<file path="src/logic/fsq_pkg.sv">
`default_nettype none

package fsq_pkg;

    // virtual address width
    localparam int vaddr_w = 32;

    // most instructions in one fetch block
    localparam int block_inst = 8;
    localparam int size_w = $clog2(block_inst);

    // backend retire width
    localparam int commit_w = 4;
    localparam int commit_num_w = $clog2(commit_w + 1);

    // one queue slot, size is instruction count minus one
    typedef struct packed {
        logic [vaddr_w-1:0] start_addr;
        logic [size_w-1:0]  size;
        logic [vaddr_w-1:0] target;
        logic               taken;
    } fetch_stream_t;

    // backend writeback record
    typedef struct packed {
        logic               mispred;
        logic [size_w-1:0]  offset;
        logic [vaddr_w-1:0] target;
        logic               taken;
    } wb_info_t;

endpackage

`default_nettype wire

</file>
<file path="src/logic/fsq_redirect_if.sv">
`timescale 1ns/100ps
`default_nettype none

interface fsq_redirect_if #(
    parameter int depth = 8
);
    import fsq_pkg::*;

    localparam int ptr_w = $clog2(depth) + 1;

    logic               en;
    logic [ptr_w-1:0]   ptr;
    logic [size_w-1:0]  offset;
    logic [vaddr_w-1:0] target;
    logic               taken;

    // record as stored for the redirected stream
    wb_info_t rec;

    assign rec = '{mispred: 1'b1, offset: offset, target: target, taken: taken};

    modport enq (input en, input ptr);
    modport issue (input en, input ptr);
    modport wb (input en, input ptr, input rec);

endinterface

`default_nettype wire

</file>
<file path="src/logic/fsq_store.sv">
`timescale 1ns/100ps
`default_nettype none

module fsq_store #(
    parameter int  depth      = 8,
    parameter int  read_ports = 1,
    parameter type payload_t  = logic
) (
    input  logic                     clk,
    input  logic                     rst,
    input  logic                     we,
    input  logic [$clog2(depth)-1:0] waddr,
    input  payload_t                 wdata,
    input  logic [$clog2(depth)-1:0] raddr [read_ports],
    output payload_t                 rdata [read_ports]
);

    payload_t mem [depth];

    always_ff @(posedge clk or posedge rst) begin
        if (rst) begin
            mem <= '{default: '0};
        end else if (we) begin
            mem[waddr] <= wdata;
        end
    end

    // combinational read, new data visible the cycle after the write
    for (genvar i = 0; i < read_ports; i++) begin : g_read
        assign rdata[i] = mem[raddr[i]];
    end

    a_waddr_valid: assert property (
        @(posedge clk) disable iff (rst)
        we |-> !$isunknown(waddr) && (waddr < depth)
    );

endmodule

`default_nettype wire

</file>
<file path="src/logic/fsq_enqueue.sv">
`timescale 1ns/100ps
`default_nettype none

module fsq_enqueue #(
    parameter int depth = 8
) (
    input  logic                     clk,
    input  logic                     rst,
    input  logic                     pred_en,
    input  fsq_pkg::fetch_stream_t   pred_stream,
    fsq_redirect_if.enq              redirect,
    input  logic [$clog2(depth):0]   commit_ptr,
    output logic [$clog2(depth):0]   tail_ptr,
    output logic                     full,
    output logic                     store_we,
    output logic [$clog2(depth)-1:0] store_waddr,
    output fsq_pkg::fetch_stream_t   store_wdata
);

    localparam int idx_w = $clog2(depth);
    localparam int ptr_w = idx_w + 1;

    // same slot, one lap apart
    assign full = (tail_ptr[idx_w-1:0] == commit_ptr[idx_w-1:0])
               && (tail_ptr[idx_w] != commit_ptr[idx_w]);

    // predictor write is dropped while the backend redirects
    assign store_we = pred_en && !full && !redirect.en;
    assign store_waddr = tail_ptr[idx_w-1:0];
    assign store_wdata = pred_stream;

    always_ff @(posedge clk or posedge rst) begin
        if (rst) begin
            tail_ptr <= '0;
        end else if (redirect.en) begin
            // younger streams are gone
            tail_ptr <= redirect.ptr + 1'b1;
        end else if (store_we) begin
            tail_ptr <= tail_ptr + 1'b1;
        end
    end

    // occupancy seen against the retire side
    a_occupancy: assert property (
        @(posedge clk) disable iff (rst)
        ptr_w'(tail_ptr - commit_ptr) <= depth
    );

endmodule

`default_nettype wire

</file>
<file path="src/logic/fsq_issue.sv">
`timescale 1ns/100ps
`default_nettype none

module fsq_issue #(
    parameter int depth = 8
) (
    input  logic                     clk,
    input  logic                     rst,
    input  logic [$clog2(depth):0]   tail_ptr,
    fsq_redirect_if.issue            redirect,
    output logic [$clog2(depth)-1:0] rd_ptr,
    input  fsq_pkg::fetch_stream_t   rd_stream,
    output logic                     cache_en,
    output logic [$clog2(depth):0]   cache_ptr,
    output fsq_pkg::fetch_stream_t   cache_stream,
    input  logic                     cache_ready
);

    localparam int idx_w = $clog2(depth);

    logic [idx_w:0] search_ptr;
    logic           pending;
    logic           load;
    logic           take;

    assign rd_ptr = search_ptr[idx_w-1:0];

    // something written but not yet sent to the icache
    assign pending = (search_ptr != tail_ptr);

    // request slot is free or being consumed this cycle
    assign load = !redirect.en && (cache_ready || !cache_en);
    assign take = load && pending;

    always_ff @(posedge clk or posedge rst) begin
        if (rst) begin
            search_ptr <= '0;
            cache_en <= 1'b0;
        end else if (redirect.en) begin
            search_ptr <= redirect.ptr + 1'b1;
            cache_en <= 1'b0;
        end else if (load) begin
            cache_en <= pending;
            if (pending) begin
                search_ptr <= search_ptr + 1'b1;
            end
        end
    end

    always_ff @(posedge clk) begin
        if (take) begin
            cache_ptr <= search_ptr;
            cache_stream <= rd_stream;
        end
    end

    // icache sees a steady request under back-pressure
    a_stall_hold: assert property (
        @(posedge clk) disable iff (rst)
        cache_en && !cache_ready |=> $stable(cache_ptr) && $stable(cache_stream)
    );

endmodule

`default_nettype wire

</file>
<file path="src/logic/fsq_commit.sv">
`timescale 1ns/100ps
`default_nettype none

module fsq_commit #(
    parameter int depth = 8
) (
    input  logic                              clk,
    input  logic                              rst,
    input  logic [fsq_pkg::commit_num_w-1:0]  commit_num,
    fsq_redirect_if.wb                        redirect,
    input  logic                              enq_we,
    input  logic [$clog2(depth)-1:0]          enq_ptr,
    input  logic [fsq_pkg::size_w-1:0]        commit_size,
    output logic [$clog2(depth):0]            commit_ptr,
    output logic                              retire,
    output fsq_pkg::wb_info_t                 wb_info
);
    import fsq_pkg::*;

    localparam int idx_w = $clog2(depth);
    localparam int cnt_w = $clog2(depth * block_inst) + 1;

    logic [cnt_w-1:0]  inst_cnt;
    logic [cnt_w:0]    cnt_next;
    logic [cnt_w:0]    consume;
    logic [size_w-1:0] eff_size;

    logic             wb_we;
    logic [idx_w-1:0] wb_waddr;
    wb_info_t         wb_wdata;
    logic [idx_w-1:0] wb_raddr [1];
    wb_info_t         wb_rdata [1];

    // redirect writes the record, a fresh enqueue wipes it
    assign wb_we = redirect.en || enq_we;
    assign wb_waddr = redirect.en ? redirect.ptr[idx_w-1:0] : enq_ptr;
    assign wb_wdata = redirect.en ? redirect.rec : '0;
    assign wb_raddr[0] = commit_ptr[idx_w-1:0];
    assign wb_info = wb_rdata[0];

    fsq_store #(
        .depth      (depth),
        .read_ports (1),
        .payload_t  (wb_info_t)
    ) wb_store_i (
        .clk   (clk),
        .rst   (rst),
        .we    (wb_we),
        .waddr (wb_waddr),
        .wdata (wb_wdata),
        .raddr (wb_raddr),
        .rdata (wb_rdata)
    );

    // mispredicted stream ends at the redirecting instruction
    assign eff_size = wb_info.mispred ? wb_info.offset : commit_size;

    assign retire = inst_cnt > cnt_w'(eff_size);
    assign consume = retire ? (cnt_w + 1)'(eff_size) + 1'b1 : '0;
    assign cnt_next = {1'b0, inst_cnt} + (cnt_w + 1)'(commit_num) - consume;

    always_ff @(posedge clk or posedge rst) begin
        if (rst) begin
            inst_cnt <= '0;
            commit_ptr <= '0;
        end else begin
            inst_cnt <= cnt_next[cnt_w-1:0];
            if (retire) begin
                commit_ptr <= commit_ptr + 1'b1;
            end
        end
    end

    // backend never retires more than the queue holds
    a_cnt_range: assert property (
        @(posedge clk) disable iff (rst)
        !cnt_next[cnt_w]
    );

endmodule

`default_nettype wire

</file>
<file path="src/logic/fsq_update_gen.sv">
`timescale 1ns/100ps
`default_nettype none

module fsq_update_gen #(
    parameter int depth = 8
) (
    input  logic                   clk,
    input  logic                   rst,
    input  logic                   retire,
    input  logic [$clog2(depth):0] commit_ptr,
    input  fsq_pkg::fetch_stream_t commit_stream,
    input  fsq_pkg::wb_info_t      wb_info,
    output logic                   update_en,
    output logic [$clog2(depth):0] update_ptr,
    output fsq_pkg::fetch_stream_t update_stream,
    output logic                   update_mispred
);

    always_ff @(posedge clk or posedge rst) begin
        if (rst) begin
            update_en <= 1'b0;
        end else begin
            update_en <= retire;
        end
    end

    always_ff @(posedge clk) begin
        if (retire) begin
            update_ptr <= commit_ptr;
            update_mispred <= wb_info.mispred;
            update_stream.start_addr <= commit_stream.start_addr;
            // backend outcome overrides the prediction
            if (wb_info.mispred) begin
                update_stream.size <= wb_info.offset;
                update_stream.target <= wb_info.target;
                update_stream.taken <= wb_info.taken;
            end else begin
                update_stream.size <= commit_stream.size;
                update_stream.target <= commit_stream.target;
                update_stream.taken <= commit_stream.taken;
            end
        end
    end

endmodule

`default_nettype wire

</file>
<file path="src/logic/fsq_top.sv">
`timescale 1ns/100ps
`default_nettype none

module fsq_top #(
    parameter int depth = 8
) (
    input  logic                             clk,
    input  logic                             rst,
    input  logic                             pred_en,
    input  logic [fsq_pkg::vaddr_w-1:0]      pred_start_addr,
    input  logic [fsq_pkg::size_w-1:0]       pred_size,
    input  logic [fsq_pkg::vaddr_w-1:0]      pred_target,
    input  logic                             pred_taken,
    output logic                             full,
    output logic                             cache_en,
    output logic [$clog2(depth):0]           cache_ptr,
    output logic [fsq_pkg::vaddr_w-1:0]      cache_start_addr,
    output logic [fsq_pkg::size_w-1:0]       cache_size,
    output logic [fsq_pkg::vaddr_w-1:0]      cache_target,
    output logic                             cache_taken,
    input  logic                             cache_ready,
    input  logic                             redirect_en,
    input  logic [$clog2(depth):0]           redirect_ptr,
    input  logic [fsq_pkg::size_w-1:0]       redirect_offset,
    input  logic [fsq_pkg::vaddr_w-1:0]      redirect_target,
    input  logic                             redirect_taken,
    input  logic [fsq_pkg::commit_num_w-1:0] commit_num,
    output logic                             update_en,
    output logic [$clog2(depth):0]           update_ptr,
    output logic [fsq_pkg::vaddr_w-1:0]      update_start_addr,
    output logic [fsq_pkg::size_w-1:0]       update_size,
    output logic [fsq_pkg::vaddr_w-1:0]      update_target,
    output logic                             update_taken,
    output logic                             update_mispred
);
    import fsq_pkg::*;

    localparam int idx_w = $clog2(depth);

    fetch_stream_t    pred_stream;
    fetch_stream_t    cache_stream;
    fetch_stream_t    update_stream;
    fetch_stream_t    store_wdata;
    fetch_stream_t    store_rdata [2];
    logic [idx_w-1:0] store_raddr [2];
    logic [idx_w-1:0] store_waddr;
    logic [idx_w-1:0] rd_ptr;
    logic             store_we;
    logic [idx_w:0]   tail_ptr;
    logic [idx_w:0]   commit_ptr;
    logic             retire;
    wb_info_t         wb_info;

    fsq_redirect_if #(.depth(depth)) redirect_i ();

    assign redirect_i.en = redirect_en;
    assign redirect_i.ptr = redirect_ptr;
    assign redirect_i.offset = redirect_offset;
    assign redirect_i.target = redirect_target;
    assign redirect_i.taken = redirect_taken;

    assign pred_stream = '{start_addr: pred_start_addr, size: pred_size,
                           target: pred_target, taken: pred_taken};

    assign cache_start_addr = cache_stream.start_addr;
    assign cache_size = cache_stream.size;
    assign cache_target = cache_stream.target;
    assign cache_taken = cache_stream.taken;

    assign update_start_addr = update_stream.start_addr;
    assign update_size = update_stream.size;
    assign update_target = update_stream.target;
    assign update_taken = update_stream.taken;

    // port 0 feeds the icache, port 1 the retire side
    assign store_raddr[0] = rd_ptr;
    assign store_raddr[1] = commit_ptr[idx_w-1:0];

    fsq_store #(
        .depth      (depth),
        .read_ports (2),
        .payload_t  (fetch_stream_t)
    ) stream_store_i (
        .clk   (clk),
        .rst   (rst),
        .we    (store_we),
        .waddr (store_waddr),
        .wdata (store_wdata),
        .raddr (store_raddr),
        .rdata (store_rdata)
    );

    fsq_enqueue #(.depth(depth)) enqueue_i (
        .clk         (clk),
        .rst         (rst),
        .pred_en     (pred_en),
        .pred_stream (pred_stream),
        .redirect    (redirect_i.enq),
        .commit_ptr  (commit_ptr),
        .tail_ptr    (tail_ptr),
        .full        (full),
        .store_we    (store_we),
        .store_waddr (store_waddr),
        .store_wdata (store_wdata)
    );

    fsq_issue #(.depth(depth)) issue_i (
        .clk          (clk),
        .rst          (rst),
        .tail_ptr     (tail_ptr),
        .redirect     (redirect_i.issue),
        .rd_ptr       (rd_ptr),
        .rd_stream    (store_rdata[0]),
        .cache_en     (cache_en),
        .cache_ptr    (cache_ptr),
        .cache_stream (cache_stream),
        .cache_ready  (cache_ready)
    );

    fsq_commit #(.depth(depth)) commit_i (
        .clk         (clk),
        .rst         (rst),
        .commit_num  (commit_num),
        .redirect    (redirect_i.wb),
        .enq_we      (store_we),
        .enq_ptr     (store_waddr),
        .commit_size (store_rdata[1].size),
        .commit_ptr  (commit_ptr),
        .retire      (retire),
        .wb_info     (wb_info)
    );

    fsq_update_gen #(.depth(depth)) update_gen_i (
        .clk            (clk),
        .rst            (rst),
        .retire         (retire),
        .commit_ptr     (commit_ptr),
        .commit_stream  (store_rdata[1]),
        .wb_info        (wb_info),
        .update_en      (update_en),
        .update_ptr     (update_ptr),
        .update_stream  (update_stream),
        .update_mispred (update_mispred)
    );

endmodule

`default_nettype wire

</file>
<file path="config.mk">
export PLATFORM = sky130hd
export DESIGN_NAME = fsq_top
export DESIGN_NICKNAME = d
export VERILOG_FILES = /design/src/logic/fsq_pkg.sv /design/src/logic/fsq_redirect_if.sv /design/src/logic/fsq_store.sv /design/src/logic/fsq_enqueue.sv /design/src/logic/fsq_issue.sv /design/src/logic/fsq_commit.sv /design/src/logic/fsq_update_gen.sv /design/src/logic/fsq_top.sv
export SDC_FILE = /design/constraint.sdc
export NUM_CORES = 2
export LEC_CHECK = 0
export BUFFER_PORTS_ARGS = -buffer_cell sky130_fd_sc_hd__clkbuf_2
export CORE_UTILIZATION = 55
export CTS_CLUSTER_DIAMETER = 40
export CTS_CLUSTER_SIZE = 10
export DETAILED_ROUTE_END_ITERATION = 10
export PLACE_DENSITY = 0.79
export RECOVER_POWER = 25
export SLEW_MARGIN = 20
export SYNTH_ARGS = -nofsm -noshare
export SYNTH_HDL_FRONTEND = slang
export SYNTH_SLANG_ARGS = --single-unit
</file>
<file path="constraint.sdc">
create_clock -name clk -period 27.2 [get_ports clk]
set_input_delay 0 -clock clk [delete_from_list [all_inputs] [get_ports clk]]
set_output_delay 0 -clock clk [all_outputs]
set_load 0.02 [all_outputs]
</file>
# --- Word-level counts from Yosys, hierarchy flattened ---
# Cells that the tools add are included.
# W data, S select, Z words.
op_classes:
  magnitude_cmp: 7
  n_addsub: 7
  eq_ne: 3
  reduce_logical: 16
  muxes: 27
  n_bitwise: 4
ops:
  columns: ["op", "n"]
  rows:
  - ["$bwmux W544", 1]
  - ["$bmux W68 S3", 2]
  - ["$mux W68", 5]
  - ["$bwmux W296", 1]
  - ["$demux W68 S3", 1]
  - ["$mux W37", 4]
  - ["$bmux W37 S3", 1]
  - ["$demux W37 S3", 1]
  - ["$mux W36", 1]
  - ["$mux W4", 5]
  - ["$add A4 B1 Y4 const B", 4]
  - ["$ge A4 B4 Y1 const B", 4]
  - ["$not A3 Y4", 4]
  - ["$lt A4 B1 Y1 const B", 2]
  - ["$add A7 B3 Y7", 1]
  - ["$gt A7 B3 Y1", 1]
  - ["$logic_and A1 B1 Y1", 7]
  - ["$mux W7", 1]
  - ["$sub A7 B7 Y7", 1]
  - ["$mux W3", 2]
  - ["$reduce_bool A2 Y1", 3]
  - ["$add A3 B1 Y4 const B", 1]
  - ["$ne A4 B4 Y1", 1]
  - ["$eq A3 B3 Y1", 1]
  - ["other kinds (5)", 9]
totals:
  reg_bits: 1006
  in_bits: 116

# --- Longest topological paths before layout ---
logic_depth:
  depth_word: 8
  mapped_depth: 21
  mapped_depth_nobuf: 19

# --- Modules after synthesis ---
# Synthesis repeated with hierarchy kept, for this count alone.
hier_totals:
  hier_cells: 2875
  area_unflattened_um2: 49447.4
by_module_without_submodules:
  columns: ["mod", "area_per_inst_um2", "cells_each", "seq_area_each_um2", "instances"]
  rows:
  - ["fsq_store (stream_store_i)", 28656.2, 1644, 13613.1, 1]
  - ["fsq_store (commit_i.wb_store_i)", 13307.8, 763, 7407.1, 1]
  - ["fsq_update_gen", 2810.2, 115, 2217.1, 1]
  - ["fsq_issue", 2573.7, 113, 2287.2, 1]
  - ["fsq_commit", 1202.4, 131, 275.3, 1]
  - ["fsq_enqueue", 893.4, 108, 100.1, 1]
  - ["fsq_top", 3.8, 1, 0.0, 1]

# --- Worst setup path before layout ---
# No wires, ideal clock.
synth_path:
  kind: "register -> register"
  from: "register commit_i.commit_ptr[0]"
  to: "register commit_i.inst_cnt[5]"
  slack_ns: 19.061
  arrival_time_ns: 8.060
  t_required_ns: 27.121
  n_path_buf: 2
  path_stages_with_launch: 21
  cell_sequence: "dfrtp_1 buf_2 mux4_2 mux2i_1 buf_2 a211oi_1 a21oi_1 inv_1 ha_1 nor2b_1 o21ai_0 a21oi_1 and2_1 fa_1 inv_1 ha_1 a21o_1 a21oi_1 o21bai_1 a21oi_1 xor2_1"
synth_via:
  elab_chain_len: 8
  word_cells_on_any_way: 12
synth_rtl:
  columns: ["item", "line", "text"]
  rows:
  - ["start: declaration", "fsq_commit.sv:14", "output logic [$clog2(depth):0] commit_ptr,"]
  - ["start signal: assignment", "fsq_commit.sv:69", "commit_ptr <= commit_ptr + 1'b1;"]
  - ["$not A3 Y4 (implied by the code) (*)", "fsq_store.sv:30", "assign rdata[i] = mem[raddr[i]];"]
  - ["$bmux W68 S3 / $bmux W37 S3 (equally long branches)", "fsq_store.sv:30", null]
  - ["$mux W68 (implied by the code) / $mux W37 (equally long branches) (2 in series)", "fsq_store.sv:30", null]
  - ["$mux W3 (*)", "fsq_commit.sv:56", "assign eff_size = wb_info.mispred ? wb_info.offset : commit_size;"]
  - ["net commit_i.eff_size[1]", "fsq_commit.sv:26", "logic [size_w-1:0] eff_size;"]
  - ["$gt A7 B3 Y1 (*)", "fsq_commit.sv:58", "assign retire = inst_cnt > cnt_w'(eff_size);"]
  - ["net commit_i.retire", "fsq_commit.sv:15", "output logic retire,"]
  - ["$mux W7 (*)", "fsq_commit.sv:59", "assign consume = retire ? (cnt_w + 1)'(eff_size) + 1'b1 : '0;"]
  - ["$sub A7 B7 Y7 (*)", "fsq_commit.sv:60", "assign cnt_next = {1'b0, inst_cnt} + (cnt_w + 1)'(commit_num) - consume;"]
  - ["net commit_i.cnt_next[5]", "fsq_commit.sv:24", "logic [cnt_w:0] cnt_next;"]
  - ["end signal: assignment", "fsq_commit.sv:67", "inst_cnt <= cnt_next[cnt_w-1:0];"]
  - ["end: declaration", "fsq_commit.sv:23", "logic [cnt_w-1:0] inst_cnt;"]
# Mark *: on every way through the listed nets, which the timed path passes. The rest lies on a longest branch. The select of a mux whose other input is x is not followed.
# A chain may end at the register's enable or synchronous reset.

==> flow_metrics.tcl <==
set metrics [dict create \
    run_status "complete, but fails checks" \
    failing_checks "capacitance limit, slew limit" \
    drc 0 \
    final.setup.tns_ns 0 \
    synth-edff-count 145 \
    holdCritPathClass "input port to flip-flop" \
    drive_above_1_share 0.440 \
    track_usage 0.311 \
    finalMaxSlewViolations 549 \
    cts_buffer_count 142 \
    cts_post_setup_buffers_inserted 0 \
    power_density_mw_per_mm2 136 \
    io_pins 264 \
    fp-row-count 106 \
    slew_headroom -4.51 \
    largest_buffer_count_on_any_clock_path 3 \
    worst-r2r-cell-count 3 \
    syn_nets 2925 \
    path_max_fanout 99 \
    die_width_um 294 \
    core_area_sq_mm 0.0841 \
    tritoncts "done" \
    final_critical_delay_including_setup_and_external_delays_ns 9.03 \
    post_synth_num_cell_types 56 \
    list_of_cells_traversed_by_the_critical_path "dlygate4sd3_1 > dlygate4sd3_1 > clkbuf_2 > clkinvlp_2 > clkbuf_1 > clkbuf_1" \
    timing_worst_setup_path_type "input port to async pin" \
    ys_seq_elements 1006 \
    finalHoldViolations 0 \
    numPortBuffers 263 \
    yosys.area.top_type "sky130_fd_sc_hd__dfrtp_1" \
    fp.dieH_um 294 \
    postRouteAntennaNets 0 \
    hold_slack_ns 0.146 \
    cts.root.buffer_cell "sky130_fd_sc_hd__clkbuf_16" \
    yosysSeqAreaShare 0.551 \
    floorplan.die_area_sq_mm 0.0867 \
    gpl.final_weighted_congestion 0.835 \
    layout_commonest_cell "sky130_fd_sc_hd__dfrtp_1" \
    worst_ir_drop_vdd_mv 0.0863 \
    postSynthAreaPerCell_sq_um 16.9 \
    cts.reportedPaths.clkPinSlew_ns 0.06 \
    hold_depth 3 \
    fin_skew_ns 0.0320 \
    synthFlopType "sky130_fd_sc_hd__dfrtp_1" \
    cts-htree-levels 4 \
    grt-ovfl-total 0 \
    cp_num_cells 6 \
    p_leak_uw 0.0224 \
    post-synth-top-area-fraction 0.458 \
    num_vias 29600 \
    drt_first_iter_violations 2723 \
    critical-path-slowest-cell "sky130_fd_sc_hd__clkbuf_1" \
    cts_sinks 1006 \
    cap_violations 9 \
    placed_cell_area_sq_mm 0.0493 \
    placed_cells_incl_taps 4005 \
    worst_skew_pair.late_latency_ns 0.74 \
    cts_resized 0 \
    max_slew.worst_pin.slew_ns 8.27 \
    vias_per_cell 6.76 \
    post-route-period-util 0.332 \
    ys_warn_count 0 \
    antenna_found_initial 9 \
    async_flop_share 0.856 \
    grt_pass1_wl_um 201000 \
    crit_arrival_ns 9.07 \
    drt-pass1-iter-count 6 \
    start_kind "input port" \
    critical-path-max-stage-delay_ns 3.94 \
    area.growth.synth_to_final_pct 16.8 \
    final.fill_count 5648 \
    critPathTopFamily "buffers and inverters" \
    routed_wire_length_per_instance_um 30.0 \
    synth_area_sq_mm 0.0470 \
    first_global_vias 32000 \
    rsz_0062_raised_after_global_routing "false" \
    final-instance-count-excl-fill 4383 \
    cell_count_after_synthesis 2788 \
    finalWirelength_um 132000 \
    cp.buffers_inverters 6 \
    layout.nets 3266 \
    end_kind "async pin" \
    timing.final.setup_violations 0 \
    final_hpwl_dp_um 76400 \
    floorplan.initialDensity 0.559 \
    grt_max_degree 170 \
    highest_attainable_clock_frequency_mhz 111 \
    layout.cells.most_common_list "858 x sky130_fd_sc_hd__dfrtp_1, 628 x sky130_fd_sc_hd__mux2_2, 379 x sky130_fd_sc_hd__mux4_2" \
    postLayoutCellArea_sq_mm 0.0549 \
    yosys-top-cells-area "sky130_fd_sc_hd__dfrtp_1 46%, sky130_fd_sc_hd__mux4_2 18%, sky130_fd_sc_hd__mux2_2 15%, sky130_fd_sc_hd__edfxtp_1 9.3%, sky130_fd_sc_hd__o2bb2ai_1 3.6%" \
    critical_path_required_ns 27.24 \
]
metal layers:
layer	share of wire	global-route usage	up-vias
met1	0.39	0.412	15900
met3	0.079	0.0730	325
met2	0.49	0.500	1487
met5	0.00061	0	-
met4	0.041	0.125	12
li1	-	-	11800
final cells by class:
class,instances,area [sq um],share of cell area
Clock inverter,56,683,0.0124
Antenna cell,9,22.5,0.000410
Tap cell,1134,1420,0.0258
Timing Repair Buffer,434,2710,0.0493
Clock buffer,199,4000,0.0728
Multi-Input combinational cell,1518,20100,0.366
Inverter,27,103,0.00187
Sequential cell,1006,25900,0.472
report_power, final:
group | internal, uW | total, uW | switching (uW) | leakage (uW)
Combinational | 1580 | 2810 | 1230 | 0.00786
Sequential | 2310 | 2870 | 558 | 0.0122
Clock | 1130 | 1820 | 690 | 0.00229
cells in the mapped netlist (all sizes together) (2+ instances only):
cell type  count
edfxtp       145
clkbuf       109
and2           5
inv           27
dfrtp        861
o22ai          8
a31oi          2
xnor2         12
a21oi         11
o2bb2ai      192
nand4          4
o21a           2
a21boi         2
ha            18
o22a           4
o21ai         11
nand2         34
mux2i          7
o21bai         3
nand3b        13
buf          128
nand2b         5
nor3           5
a211oi         2
nor2          10
nand3         16
mux4         379
a32o          96
xor2          11
nor2b          6
mux2         645
fa             3
per-stage QoR:
| stage | setup WS [ns] | total power [uW] | utilization |
|---|---|---|---|
| floorplan | 3.01 | 4800 | - |
| global placement | 21.02 | 5460 | 0.587 |
| detailed placement | 20.89 | 5630 | 0.587 |
| CTS | 20.88 | 7490 | 0.656 |
| global route | 16.41 | 7820 | 0.653 |
| finish | 18.17 | 7490 | 0.653 |
final timing paths:
path | start | end | slack (ns)
max in group clk | issue_i.search_ptr[1] | issue_i.cache_stream[4] | 18.84
min | pred_target[17] | stream_store_i.mem[18] | 0.15
max reg2reg | issue_i.search_ptr[1] | issue_i.cache_stream[4] | 18.84
min in group asynchronous | rst | stream_store_i.mem[148] | 0.83
min reg2reg | commit_i.wb_store_i.mem[6] | commit_i.wb_store_i.mem[6] | 0.48
max | rst | stream_store_i.mem[339] | 18.17
kinds of logic (layout without fill, tap and decap cells):
| family | Yosys count | in the layout | synth area share |
|---|---|---|---|
| flops | 1006 | 1006 | 0.551 |
| buf+inv | 264 | 716 | 0.0248 |
| mux | 1031 | 1031 | 0.337 |
| compound gates | 341 | 341 | 0.0646 |
| xor+xnor | 23 | 23 | 0.00460 |
| simple gates | 102 | 102 | 0.0119 |
| fa+ha+maj | 21 | 21 | 0.00606 |
| other cells | 0 | 9 | 0 |
tightest hold or removal path: stages:
cell and delay, ns:
sky130_fd_sc_hd__dlygate4sd3_1 0.52, sky130_fd_sc_hd__clkbuf_2 0.17, sky130_fd_sc_hd__mux2_2 0.16
registers in the layout, indices dropped and copies added (netlist names), 4 cells and up:
register	cells
issue_i.cache_stream	68
commit_i.wb_store_i.mem	296
update_gen_i.update_ptr	4
issue_i.search_ptr	4
stream_store_i.mem	544
update_gen_i.update_stream	68
commit_i.commit_ptr	4
issue_i.cache_ptr	4
enqueue_i.tail_ptr	4
commit_i.inst_cnt	7
repair_timing:
action                                  4_1_cts  5_1_grt
endpoints found under the hold margin       979       40
endpoints found under the setup margin        0        0
hold buffers                                112        1
Note: power is estimated with default switching activity, not from simulation.
